**src/source/pmp_guard_consts.svh**
```systemverilog
// Access guard constants
`ifndef PMP_GUARD_CONSTS_SVH
`define PMP_GUARD_CONSTS_SVH

// number of protection regions, all configs share one word
`define PMP_NUM_REGIONS 4

// register map, word index taken from address bits 4:2
`define PMP_CSR_CFG         3'd0
`define PMP_CSR_ADDR0       3'd1
// indices 1 to 4 hold region addresses 0 to 3
`define PMP_CSR_DENIED_ADDR 3'd5
`define PMP_CSR_DENIED_OP   3'd6
`define PMP_CSR_RELEASE     3'd7

// per region config byte, region n sits in byte n
`define PMP_CFG_BITS     8
// read and write permission bits
`define PMP_CFG_R        0
`define PMP_CFG_W        1
// two bit matching mode
`define PMP_CFG_MODE_LSB 3

`endif

```
**src/source/pmp_guard_pkg.sv**
```systemverilog
// Access guard types
package pmp_guard_pkg;

  // request opcodes on the a channel
  typedef enum logic [2:0] {
    op_put_full = 3'd0,
    op_get      = 3'd4
  } bus_op_e;

  // response opcodes on the d channel
  typedef enum logic [2:0] {
    access_ack      = 3'd0,
    access_ack_data = 3'd1
  } rsp_op_e;

  // region address matching mode
  // encoding 3 is reserved and behaves as off
  typedef enum logic [1:0] {
    mode_off = 2'd0,
    mode_tor = 2'd1,
    mode_na4 = 2'd2
  } pmp_mode_e;

  // gate state, block holds until the cpu releases it
  typedef enum logic {
    st_pass  = 1'b0,
    st_block = 1'b1
  } guard_state_e;

endpackage

```
**src/source/pmp_access_gate.sv**
```systemverilog
// Host access gate
`timescale 1ns/1ps
`include "pmp_guard_consts.svh"

module pmp_access_gate import pmp_guard_pkg::*; (
  input  logic                        clk,
  input  logic                        rst,
  // host request
  input  logic                        h_a_valid_i,
  output logic                        h_a_ready_o,
  input  bus_op_e                     h_a_opcode_i,
  input  logic [31:0]                 h_a_address_i,
  input  logic [31:0]                 h_a_data_i,
  // host response
  output logic                        h_d_valid_o,
  input  logic                        h_d_ready_i,
  output rsp_op_e                     h_d_opcode_o,
  output logic [31:0]                 h_d_data_o,
  output logic                        h_d_error_o,
  // device request
  output logic                        dev_a_valid_o,
  input  logic                        dev_a_ready_i,
  output bus_op_e                     dev_a_opcode_o,
  output logic [31:0]                 dev_a_address_o,
  output logic [31:0]                 dev_a_data_o,
  // device response
  input  logic                        dev_d_valid_i,
  output logic                        dev_d_ready_o,
  input  rsp_op_e                     dev_d_opcode_i,
  input  logic [31:0]                 dev_d_data_i,
  input  logic                        dev_d_error_i,
  // region checker results
  input  logic [`PMP_NUM_REGIONS-1:0] match_i,
  input  logic [`PMP_NUM_REGIONS-1:0] allow_i,
  // bank side
  input  logic                        release_i,
  output logic                        deny_o,
  output logic [31:0]                 deny_addr_o,
  output bus_op_e                     deny_op_o,
  output logic                        irq_o
);

  guard_state_e state_q;
  guard_state_e state_d;
  logic         err_pending_q;
  logic         err_pending_d;
  logic         release_pend_q;
  logic         release_pend_d;
  rsp_op_e      err_op_q;
  logic         any_match;
  logic         granted;
  logic         req_ok;
  logic         in_pass;

  // walk down so the lowest matching region has the last word
  always_comb begin
    any_match = 1'b0;
    granted   = 1'b0;
    for (int i = `PMP_NUM_REGIONS - 1; i >= 0; i--) begin
      if (match_i[i]) begin
        any_match = 1'b1;
        granted   = allow_i[i];
      end
    end
  end

  // no match means deny
  assign req_ok  = any_match && granted;
  assign in_pass = (state_q == st_pass);

  // request path is combinational in pass
  assign dev_a_valid_o   = in_pass && h_a_valid_i && req_ok;
  assign dev_a_opcode_o  = h_a_opcode_i;
  assign dev_a_address_o = h_a_address_i;
  assign dev_a_data_o    = h_a_data_i;
  // a denied request is swallowed at once
  assign h_a_ready_o     = in_pass && (req_ok ? dev_a_ready_i : 1'b1);

  assign deny_o      = in_pass && h_a_valid_i && !req_ok;
  assign deny_addr_o = h_a_address_i;
  assign deny_op_o   = h_a_opcode_i;

  // response mux, the error response overrides the device
  assign h_d_valid_o   = err_pending_q || (in_pass && dev_d_valid_i);
  assign h_d_opcode_o  = err_pending_q ? err_op_q : dev_d_opcode_i;
  assign h_d_data_o    = err_pending_q ? '0 : dev_d_data_i;
  assign h_d_error_o   = err_pending_q || dev_d_error_i;
  assign dev_d_ready_o = in_pass && h_d_ready_i;

  assign irq_o = (state_q == st_block);

  always_comb begin
    state_d        = state_q;
    err_pending_d  = err_pending_q;
    release_pend_d = release_pend_q;
    case (state_q)
      st_pass: begin
        if (deny_o) begin
          state_d       = st_block;
          err_pending_d = 1'b1;
        end
      end
      default: begin
        if (err_pending_q && h_d_ready_i) begin
          err_pending_d = 1'b0;
        end
        // release seen while the error is still out waits here
        if (release_i && err_pending_q) begin
          release_pend_d = 1'b1;
        end
        if ((release_i || release_pend_q) && !err_pending_q) begin
          state_d        = st_pass;
          release_pend_d = 1'b0;
        end
      end
    endcase
  end

  always_ff @(posedge clk or negedge rst) begin
    if (!rst) begin
      state_q        <= st_pass;
      err_pending_q  <= 1'b0;
      release_pend_q <= 1'b0;
    end else begin
      state_q        <= state_d;
      err_pending_q  <= err_pending_d;
      release_pend_q <= release_pend_d;
    end
  end

  // opcode of the error response follows the denied request
  always_ff @(posedge clk) begin
    if (deny_o) begin
      err_op_q <= (h_a_opcode_i == op_get) ? access_ack_data : access_ack;
    end
  end

  a_block_no_ready: assert property (
    @(posedge clk) disable iff (!rst)
    (state_q == st_block) |-> !h_a_ready_o
  );

  a_block_no_fwd: assert property (
    @(posedge clk) disable iff (!rst)
    (state_q == st_block) |-> !dev_a_valid_o
  );

endmodule

```
**src/source/pmp_csr_bank.sv**
```systemverilog
// Guard register bank
`timescale 1ns/1ps
`include "pmp_guard_consts.svh"

module pmp_csr_bank import pmp_guard_pkg::*; (
  input  logic                     clk,
  input  logic                     rst,
  // cpu request
  input  logic                     cpu_a_valid_i,
  output logic                     cpu_a_ready_o,
  input  bus_op_e                  cpu_a_opcode_i,
  input  logic [31:0]              cpu_a_address_i,
  input  logic [31:0]              cpu_a_data_i,
  // cpu response
  output logic                     cpu_d_valid_o,
  input  logic                     cpu_d_ready_i,
  output rsp_op_e                  cpu_d_opcode_o,
  output logic [31:0]              cpu_d_data_o,
  output logic                     cpu_d_error_o,
  // denial capture from the gate
  input  logic                     deny_i,
  input  logic [31:0]              deny_addr_i,
  input  bus_op_e                  deny_op_i,
  // region setup towards the checkers
  output logic [`PMP_CFG_BITS-1:0] region_cfg_o  [`PMP_NUM_REGIONS],
  output logic [31:0]              region_addr_o [`PMP_NUM_REGIONS],
  output logic [31:0]              region_base_o [`PMP_NUM_REGIONS],
  output logic                     release_o
);

  logic [31:0] cfg_q;
  logic [31:0] addr_q [`PMP_NUM_REGIONS];
  logic [31:0] denied_addr_q;
  bus_op_e     denied_op_q;
  logic        release_q;

  logic        accept;
  logic [2:0]  word_idx;
  logic [1:0]  addr_sel;
  logic        addr_ok;
  logic        is_put;
  logic        is_get;
  logic        is_addr_reg;
  logic        is_read_only;
  logic        req_err;
  logic        wr_en;
  logic [31:0] rd_data;

  // one response in flight at a time
  assign cpu_a_ready_o = !cpu_d_valid_o;
  assign accept        = cpu_a_valid_i && cpu_a_ready_o;

  // word index from bits 4:2, any other address bit is an error
  assign word_idx = cpu_a_address_i[4:2];
  assign addr_ok  = (cpu_a_address_i[31:5] == '0) && (cpu_a_address_i[1:0] == 2'b00);
  assign addr_sel = 2'(word_idx - `PMP_CSR_ADDR0);

  assign is_put       = (cpu_a_opcode_i == op_put_full);
  assign is_get       = (cpu_a_opcode_i == op_get);
  assign is_addr_reg  = (word_idx >= `PMP_CSR_ADDR0) && (word_idx < `PMP_CSR_DENIED_ADDR);
  // denial record is status only
  assign is_read_only = (word_idx == `PMP_CSR_DENIED_ADDR) ||
                        (word_idx == `PMP_CSR_DENIED_OP);

  assign req_err = !addr_ok || !(is_put || is_get) || (is_put && is_read_only);
  assign wr_en   = accept && is_put && !req_err;

  // read mux, release reads back as zero
  always_comb begin
    case (word_idx)
      `PMP_CSR_CFG:         rd_data = cfg_q;
      `PMP_CSR_DENIED_ADDR: rd_data = denied_addr_q;
      `PMP_CSR_DENIED_OP:   rd_data = {29'd0, denied_op_q};
      `PMP_CSR_RELEASE:     rd_data = '0;
      default:              rd_data = addr_q[addr_sel];
    endcase
  end

  // configuration, addresses and denial record
  always_ff @(posedge clk or negedge rst) begin
    if (!rst) begin
      cfg_q         <= '0;
      denied_addr_q <= '0;
      denied_op_q   <= op_put_full;
      release_q     <= 1'b0;
      for (int i = 0; i < `PMP_NUM_REGIONS; i++) begin
        addr_q[i] <= '0;
      end
    end else begin
      // single cycle pulse per release write
      release_q <= wr_en && (word_idx == `PMP_CSR_RELEASE);
      if (wr_en && (word_idx == `PMP_CSR_CFG)) begin
        cfg_q <= cpu_a_data_i;
      end
      if (wr_en && is_addr_reg) begin
        addr_q[addr_sel] <= cpu_a_data_i;
      end
      if (deny_i) begin
        denied_addr_q <= deny_addr_i;
        denied_op_q   <= deny_op_i;
      end
    end
  end

  // response valid, held until the cpu takes it
  always_ff @(posedge clk or negedge rst) begin
    if (!rst) begin
      cpu_d_valid_o <= 1'b0;
    end else if (accept) begin
      cpu_d_valid_o <= 1'b1;
    end else if (cpu_d_ready_i) begin
      cpu_d_valid_o <= 1'b0;
    end
  end

  // response payload captured with the request
  always_ff @(posedge clk) begin
    if (accept) begin
      cpu_d_opcode_o <= is_get ? access_ack_data : access_ack;
      cpu_d_data_o   <= (is_get && !req_err) ? rd_data : '0;
      cpu_d_error_o  <= req_err;
    end
  end

  assign release_o = release_q;

  // fan out config bytes, region 0 has a zero lower bound
  for (genvar g = 0; g < `PMP_NUM_REGIONS; g++) begin : g_region_out
    assign region_cfg_o[g]  = cfg_q[g*`PMP_CFG_BITS +: `PMP_CFG_BITS];
    assign region_addr_o[g] = addr_q[g];
    if (g == 0) begin : g_base_zero
      assign region_base_o[g] = '0;
    end else begin : g_base_prev
      assign region_base_o[g] = addr_q[g-1];
    end
  end

  // a raised response keeps valid and payload until accepted
  a_cpu_rsp_hold: assert property (
    @(posedge clk) disable iff (!rst)
    cpu_d_valid_o && !cpu_d_ready_i |=> cpu_d_valid_o && $stable(cpu_d_data_o)
  );

endmodule

```
**src/source/pmp_guard_top.sv**
```systemverilog
// Access guard top level
`timescale 1ns/1ps
`include "pmp_guard_consts.svh"

module pmp_guard_top import pmp_guard_pkg::*; (
  input  logic        clk,
  input  logic        rst,
  // host request and response
  input  logic        h_a_valid_i,
  output logic        h_a_ready_o,
  input  bus_op_e     h_a_opcode_i,
  input  logic [31:0] h_a_address_i,
  input  logic [31:0] h_a_data_i,
  output logic        h_d_valid_o,
  input  logic        h_d_ready_i,
  output rsp_op_e     h_d_opcode_o,
  output logic [31:0] h_d_data_o,
  output logic        h_d_error_o,
  // device request and response
  output logic        dev_a_valid_o,
  input  logic        dev_a_ready_i,
  output bus_op_e     dev_a_opcode_o,
  output logic [31:0] dev_a_address_o,
  output logic [31:0] dev_a_data_o,
  input  logic        dev_d_valid_i,
  output logic        dev_d_ready_o,
  input  rsp_op_e     dev_d_opcode_i,
  input  logic [31:0] dev_d_data_i,
  input  logic        dev_d_error_i,
  // cpu register port
  input  logic        cpu_a_valid_i,
  output logic        cpu_a_ready_o,
  input  bus_op_e     cpu_a_opcode_i,
  input  logic [31:0] cpu_a_address_i,
  input  logic [31:0] cpu_a_data_i,
  output logic        cpu_d_valid_o,
  input  logic        cpu_d_ready_i,
  output rsp_op_e     cpu_d_opcode_o,
  output logic [31:0] cpu_d_data_o,
  output logic        cpu_d_error_o,
  output logic        irq_o
);

  logic [`PMP_CFG_BITS-1:0]    region_cfg  [`PMP_NUM_REGIONS];
  logic [31:0]                 region_addr [`PMP_NUM_REGIONS];
  logic [31:0]                 region_base [`PMP_NUM_REGIONS];
  logic [`PMP_NUM_REGIONS-1:0] region_match;
  logic [`PMP_NUM_REGIONS-1:0] region_allow;
  logic                        req_write;
  logic                        deny;
  logic [31:0]                 deny_addr;
  bus_op_e                     deny_op;
  logic                        release_pulse;

  // get has bit 2 set, puts do not
  assign req_write = ~h_a_opcode_i[2];

  pmp_csr_bank u_bank (
    .clk, .rst,
    .cpu_a_valid_i, .cpu_a_ready_o, .cpu_a_opcode_i, .cpu_a_address_i, .cpu_a_data_i,
    .cpu_d_valid_o, .cpu_d_ready_i, .cpu_d_opcode_o, .cpu_d_data_o, .cpu_d_error_o,
    .deny_i        (deny),
    .deny_addr_i   (deny_addr),
    .deny_op_i     (deny_op),
    .region_cfg_o  (region_cfg),
    .region_addr_o (region_addr),
    .region_base_o (region_base),
    .release_o     (release_pulse)
  );

  // one checker per region, all looking at the same host address
  for (genvar g = 0; g < `PMP_NUM_REGIONS; g++) begin : g_region
    pmp_region_check u_check (
      .cfg_i       (region_cfg[g]),
      .addr_i      (region_addr[g]),
      .base_i      (region_base[g]),
      .req_addr_i  (h_a_address_i),
      .req_write_i (req_write),
      .match_o     (region_match[g]),
      .allow_o     (region_allow[g])
    );
  end

  pmp_access_gate u_gate (
    .clk, .rst,
    .h_a_valid_i, .h_a_ready_o, .h_a_opcode_i, .h_a_address_i, .h_a_data_i,
    .h_d_valid_o, .h_d_ready_i, .h_d_opcode_o, .h_d_data_o, .h_d_error_o,
    .dev_a_valid_o, .dev_a_ready_i, .dev_a_opcode_o, .dev_a_address_o, .dev_a_data_o,
    .dev_d_valid_i, .dev_d_ready_o, .dev_d_opcode_i, .dev_d_data_i, .dev_d_error_i,
    .match_i     (region_match),
    .allow_i     (region_allow),
    .release_i   (release_pulse),
    .deny_o      (deny),
    .deny_addr_o (deny_addr),
    .deny_op_o   (deny_op),
    .irq_o
  );

endmodule

```
**src/source/pmp_region_check.sv**
```systemverilog
// Single region checker
`timescale 1ns/1ps
`include "pmp_guard_consts.svh"

module pmp_region_check import pmp_guard_pkg::*; (
  // config byte of this region
  input  logic [`PMP_CFG_BITS-1:0] cfg_i,
  // region top, in words
  input  logic [31:0]              addr_i,
  // lower bound for tor, in words
  input  logic [31:0]              base_i,
  // host byte address
  input  logic [31:0]              req_addr_i,
  input  logic                     req_write_i,
  output logic                     match_o,
  output logic                     allow_o
);

  pmp_mode_e   mode;
  logic [31:0] word_addr;

  assign mode = pmp_mode_e'(cfg_i[`PMP_CFG_MODE_LSB +: 2]);

  // compare in words, the low two bits select a byte
  assign word_addr = {2'b00, req_addr_i[31:2]};

  always_comb begin
    case (mode)
      // base <= addr < top
      mode_tor: match_o = (base_i <= word_addr) && (word_addr < addr_i);
      // exactly one aligned word
      mode_na4: match_o = (word_addr == addr_i);
      // off and the reserved encoding never match
      default:  match_o = 1'b0;
    endcase
  end

  // write bit for a put, read bit for a get
  assign allow_o = req_write_i ? cfg_i[`PMP_CFG_W] : cfg_i[`PMP_CFG_R];

endmodule

```
**config.mk**
```make
export PLATFORM = sky130hd
export DESIGN_NAME = pmp_guard_top
export DESIGN_NICKNAME = d
export VERILOG_FILES = /design/src/source/pmp_guard_pkg.sv /design/src/source/pmp_access_gate.sv /design/src/source/pmp_csr_bank.sv /design/src/source/pmp_guard_top.sv /design/src/source/pmp_region_check.sv
export VERILOG_INCLUDE_DIRS = /design/src /design/src/source
export SDC_FILE = /design/constraint.sdc
export NUM_CORES = 1
export LEC_CHECK = 0
export BUFFER_PORTS_ARGS = -buffer_cell sky130_fd_sc_hd__buf_2
export CORE_MARGIN = 1.5
export CORE_UTILIZATION = 44
export DETAILED_ROUTE_END_ITERATION = 10
export PLACE_DENSITY = 0.67
export SYNTH_ARGS = -nofsm -noshare
export SYNTH_HDL_FRONTEND = slang
export SYNTH_HIERARCHICAL = 1
export SYNTH_SLANG_ARGS = --single-unit
```
**constraint.sdc**
```tcl
create_clock -name clk -period 11.15 [get_ports clk]
set_input_delay 1.6725 -clock clk [delete_from_list [all_inputs] [get_ports clk]]
set_output_delay 1.6725 -clock clk [all_outputs]
set_load 0.05 [all_outputs]
```
==> reports/results.ini <==
[placement]
hpwl_um = 39100
pre_cts_ws_ns = 4.43
globalplace.congestion = 0.940
port_buffers = 257

[cts]
cts_buffer_depth = 3
cts_setup_buffers = 0
h-tree-depth = 1
cts_made_buffers = 28
clock_latency_ns = 0.57
post_cts_resized = 0
clk_pin_slew_ns = 0.06
clock_sinks = 235
cts-root-buf = clkbuf_16
cts_tree = done
postCtsHoldBufs = 0

[sta]
rsz0062_at_grt = false
tns_ns = 0
finClkSkew_ns = 0.0271
finalCritPeriodShare_pct = 60.3
worst_slew_pin_slew_ns = 1.13
setup_viol = 0
slew_headroom_pct = 24.5
slew_violations = 0
hold_violations = 0
fmaxAchievable_mhz = 149
min_period_ns = 6.73
setup_ws_ns = 4.42

[die]
die_w_um = 213
io_pins = 324
start_util_pct = 44.9
core_area_mm2 = 0.0433
die_h_um = 213
num_rows = 76
die_area_mm2 = 0.0454

[synthesis]
synth.most_common_cell = inv_1
ys.flop_type = dfrtp_1
synthArstFlopShare_pct = 85.1
ys_ff_latch = 235
synthesis.area_mm2 = 0.0194
synthTopCellsByCount = inv_1 (257), ha_1 (252), buf_4 (232), dfrtp_1 (200), mux2_4 (150)
synth_cell_types = 62
ys_warn_count = 6
yosysTopAreaCell = dfrtp_1
netlist.area_leader.share_pct = 25.8
seq_area_frac_synth_pct = 31.2
syn-instance-count = 1806
syn_avg_cell_area_um2 = 10.8
synthTopCellsByArea = dfrtp_1 (26%), ha_1 (16%), mux2_4 (12%)
synth_edf_count = 35

[route]
detail_route.wl_per_cell_um = 21.5
drtPass1Iterations = 6
drtIter0Drc = 983
avgViaCountPerCell = 5.46
drt-total-wl_um = 53200
vias = 13500
drc = 0
ant_nets = 0

[power]
p_per_area_mw_per_mm2 = 104
fin_total_pwr_mw = 2.15
p_leak_nw = 9.85
ir_worst_vdd_mv = 0.0925

[cells_and_area]
seqCellArea_mm2 = 0.00606
multiInputGateArea_mm2 = 0.0105
fillCellCount = 3887
drive_gt1_share_pct = 32.4
final_core_util_pct = 47.6
synthToLayoutAreaGrowth_pct = 6.07
nets = 2294

[global_route]
grt_pass1_vias = 13700
track_usage_pct = 23.3
grt_start_max_net_pins = 79
grt-ovfl-total = 0
grt_pass1_wl_um = 80700
antenna_found_initial = 1

[worst_setup_path]
critical_path_class = input port to output port
cp.arrival_ns = 5.05
required_ns = 9.48
reg2reg_depth = 12
worstSetupEndpointType = output port
path_max_fanout = 10
worstSetupStartpointType = input port

[job]
maxCapViolCount = 0

[hold_path]
min_path_type = flip-flop to flip-flop
min_path_cells = 1

[outcome]
status = completed

cell usage in the layout, fill, tap and decap left out, types with 9 or more instances in the layout:
cell	synthesis	routed
buf_4	232	15
nor4_1	10	9
nor2b_1	43	41
conb_1	1	34
nand3_1	48	48
a21o_1	13	13
a21oi_1	111	110
ha_1	252	252
mux4_2	32	32
nand2_1	36	36
nor3_1	10	10
inv_1	257	257
nor4_2	8	9
mux2_2	50	50
edfxtp_1	35	35
dfrtp_1	200	200
nand4_2	9	9
o21ai_0	16	16
mux2_4	150	150
clkbuf_16	0	30
nor2_1	45	44
buf_2	6	256
nand4_1	45	45
clkbuf_1	21	9
a222oi_1	29	29
layer usage:
metal / up-vias / wire length (um) / GRT usage [%]
li1: 6280 / - / -
met1: 6788 / 23900 / 31.3
met2: 354 / 25900 / 39.5
met3: 67 / 2310 / 3.27
met4: 0 / 1110 / 5.55
met5: - / 0 / 0
path summary, 6_finish.rpt:
path	slack [ns]	end	start
min reg2reg	0.51	u_bank/denied_op_q[1]	u_bank/denied_op_q[1]
min in group asynchronous	1.08	u_bank/denied_addr_q[19]	rst
max in group asynchronous	8.70	u_bank/region_addr_o[62]	rst
min	0.51	u_bank/denied_op_q[1]	u_bank/denied_op_q[1]
max	4.42	dev_a_valid_o	h_a_address_i[13]
max reg2reg	7.20	u_bank/denied_addr_q[23]	u_bank/region_addr_o[110]
cell families (layout without fill, tap and decap cells):
kind of cell | after synthesis | after routing | synth area share [%]
buffers and inverters | 534 | 581 | 15.5
other | 1 | 35 | 0.0193
AO/OA/AOI/OAI | 239 | 239 | 8.31
flip-flops | 235 | 235 | 31.2
adder cells (fa/ha/maj) | 252 | 252 | 16.2
multiplexers | 232 | 232 | 18.2
AND/OR/NAND/NOR | 313 | 313 | 10.5
layout make-up:
type,count,share of cell area (%)
diodes,1,0.0121
repair buffers,272,6.83
clock inverters,7,0.340
multi-input cells,1070,51.0
well taps,585,3.55
flip-flops and latches,235,29.4
inverters,257,4.68
clock buffers,45,4.21
per-stage QoR:
stage / std cells / hold WS, ns / instance area [um^2]
4_1_cts: 2471 / 0.510 / 20600
3_3_place_gp: 2419 / 0.489 / 19700
2_1_floorplan: 1839 / 0.480 / 19500
6_report: 2472 / 0.509 / 20600
5_1_grt: 2472 / 0.520 / 20600
3_5_place_dp: 2419 / 0.494 / 19700
power breakdown:
part	internal, mW	switching [mW]	total (mW)
registers	0.880	0.00265	0.883
clock network	0.554	0.372	0.926
logic	0.0980	0.242	0.340
flip-flops by register name, summed over array words and instances, names as in the netlist:
register,count
u_gate/err_pending_q,1
u_bank/denied_addr_q,32
u_bank/region_addr_o,128
u_gate/irq_o,1
u_bank/denied_op_q,3
u_bank/cpu_d_opcode_o,1
u_bank/cfg_q,32
u_bank/cpu_d_data_o,32
u_gate/release_pend_q,1
u_bank/release_o,1
u_gate/err_op_q,1
u_bank/cpu_d_error_o,1
u_bank/cpu_d_valid_o,1
worst max-delay path: stages:
cell and delay [ns]:
buf_2 0.23, inv_1 0.08, ha_1 0.32, nand4_1 0.23, or4_4 0.61, nor4_2 0.19
a21oi_1 0.09, a311o_1 0.36, o21ai_2 0.14, a211oi_1 0.10, a221oi_2 0.54, nor2b_1 0.21
buf_2 0.27
Power figures use the tool's default switching activity.
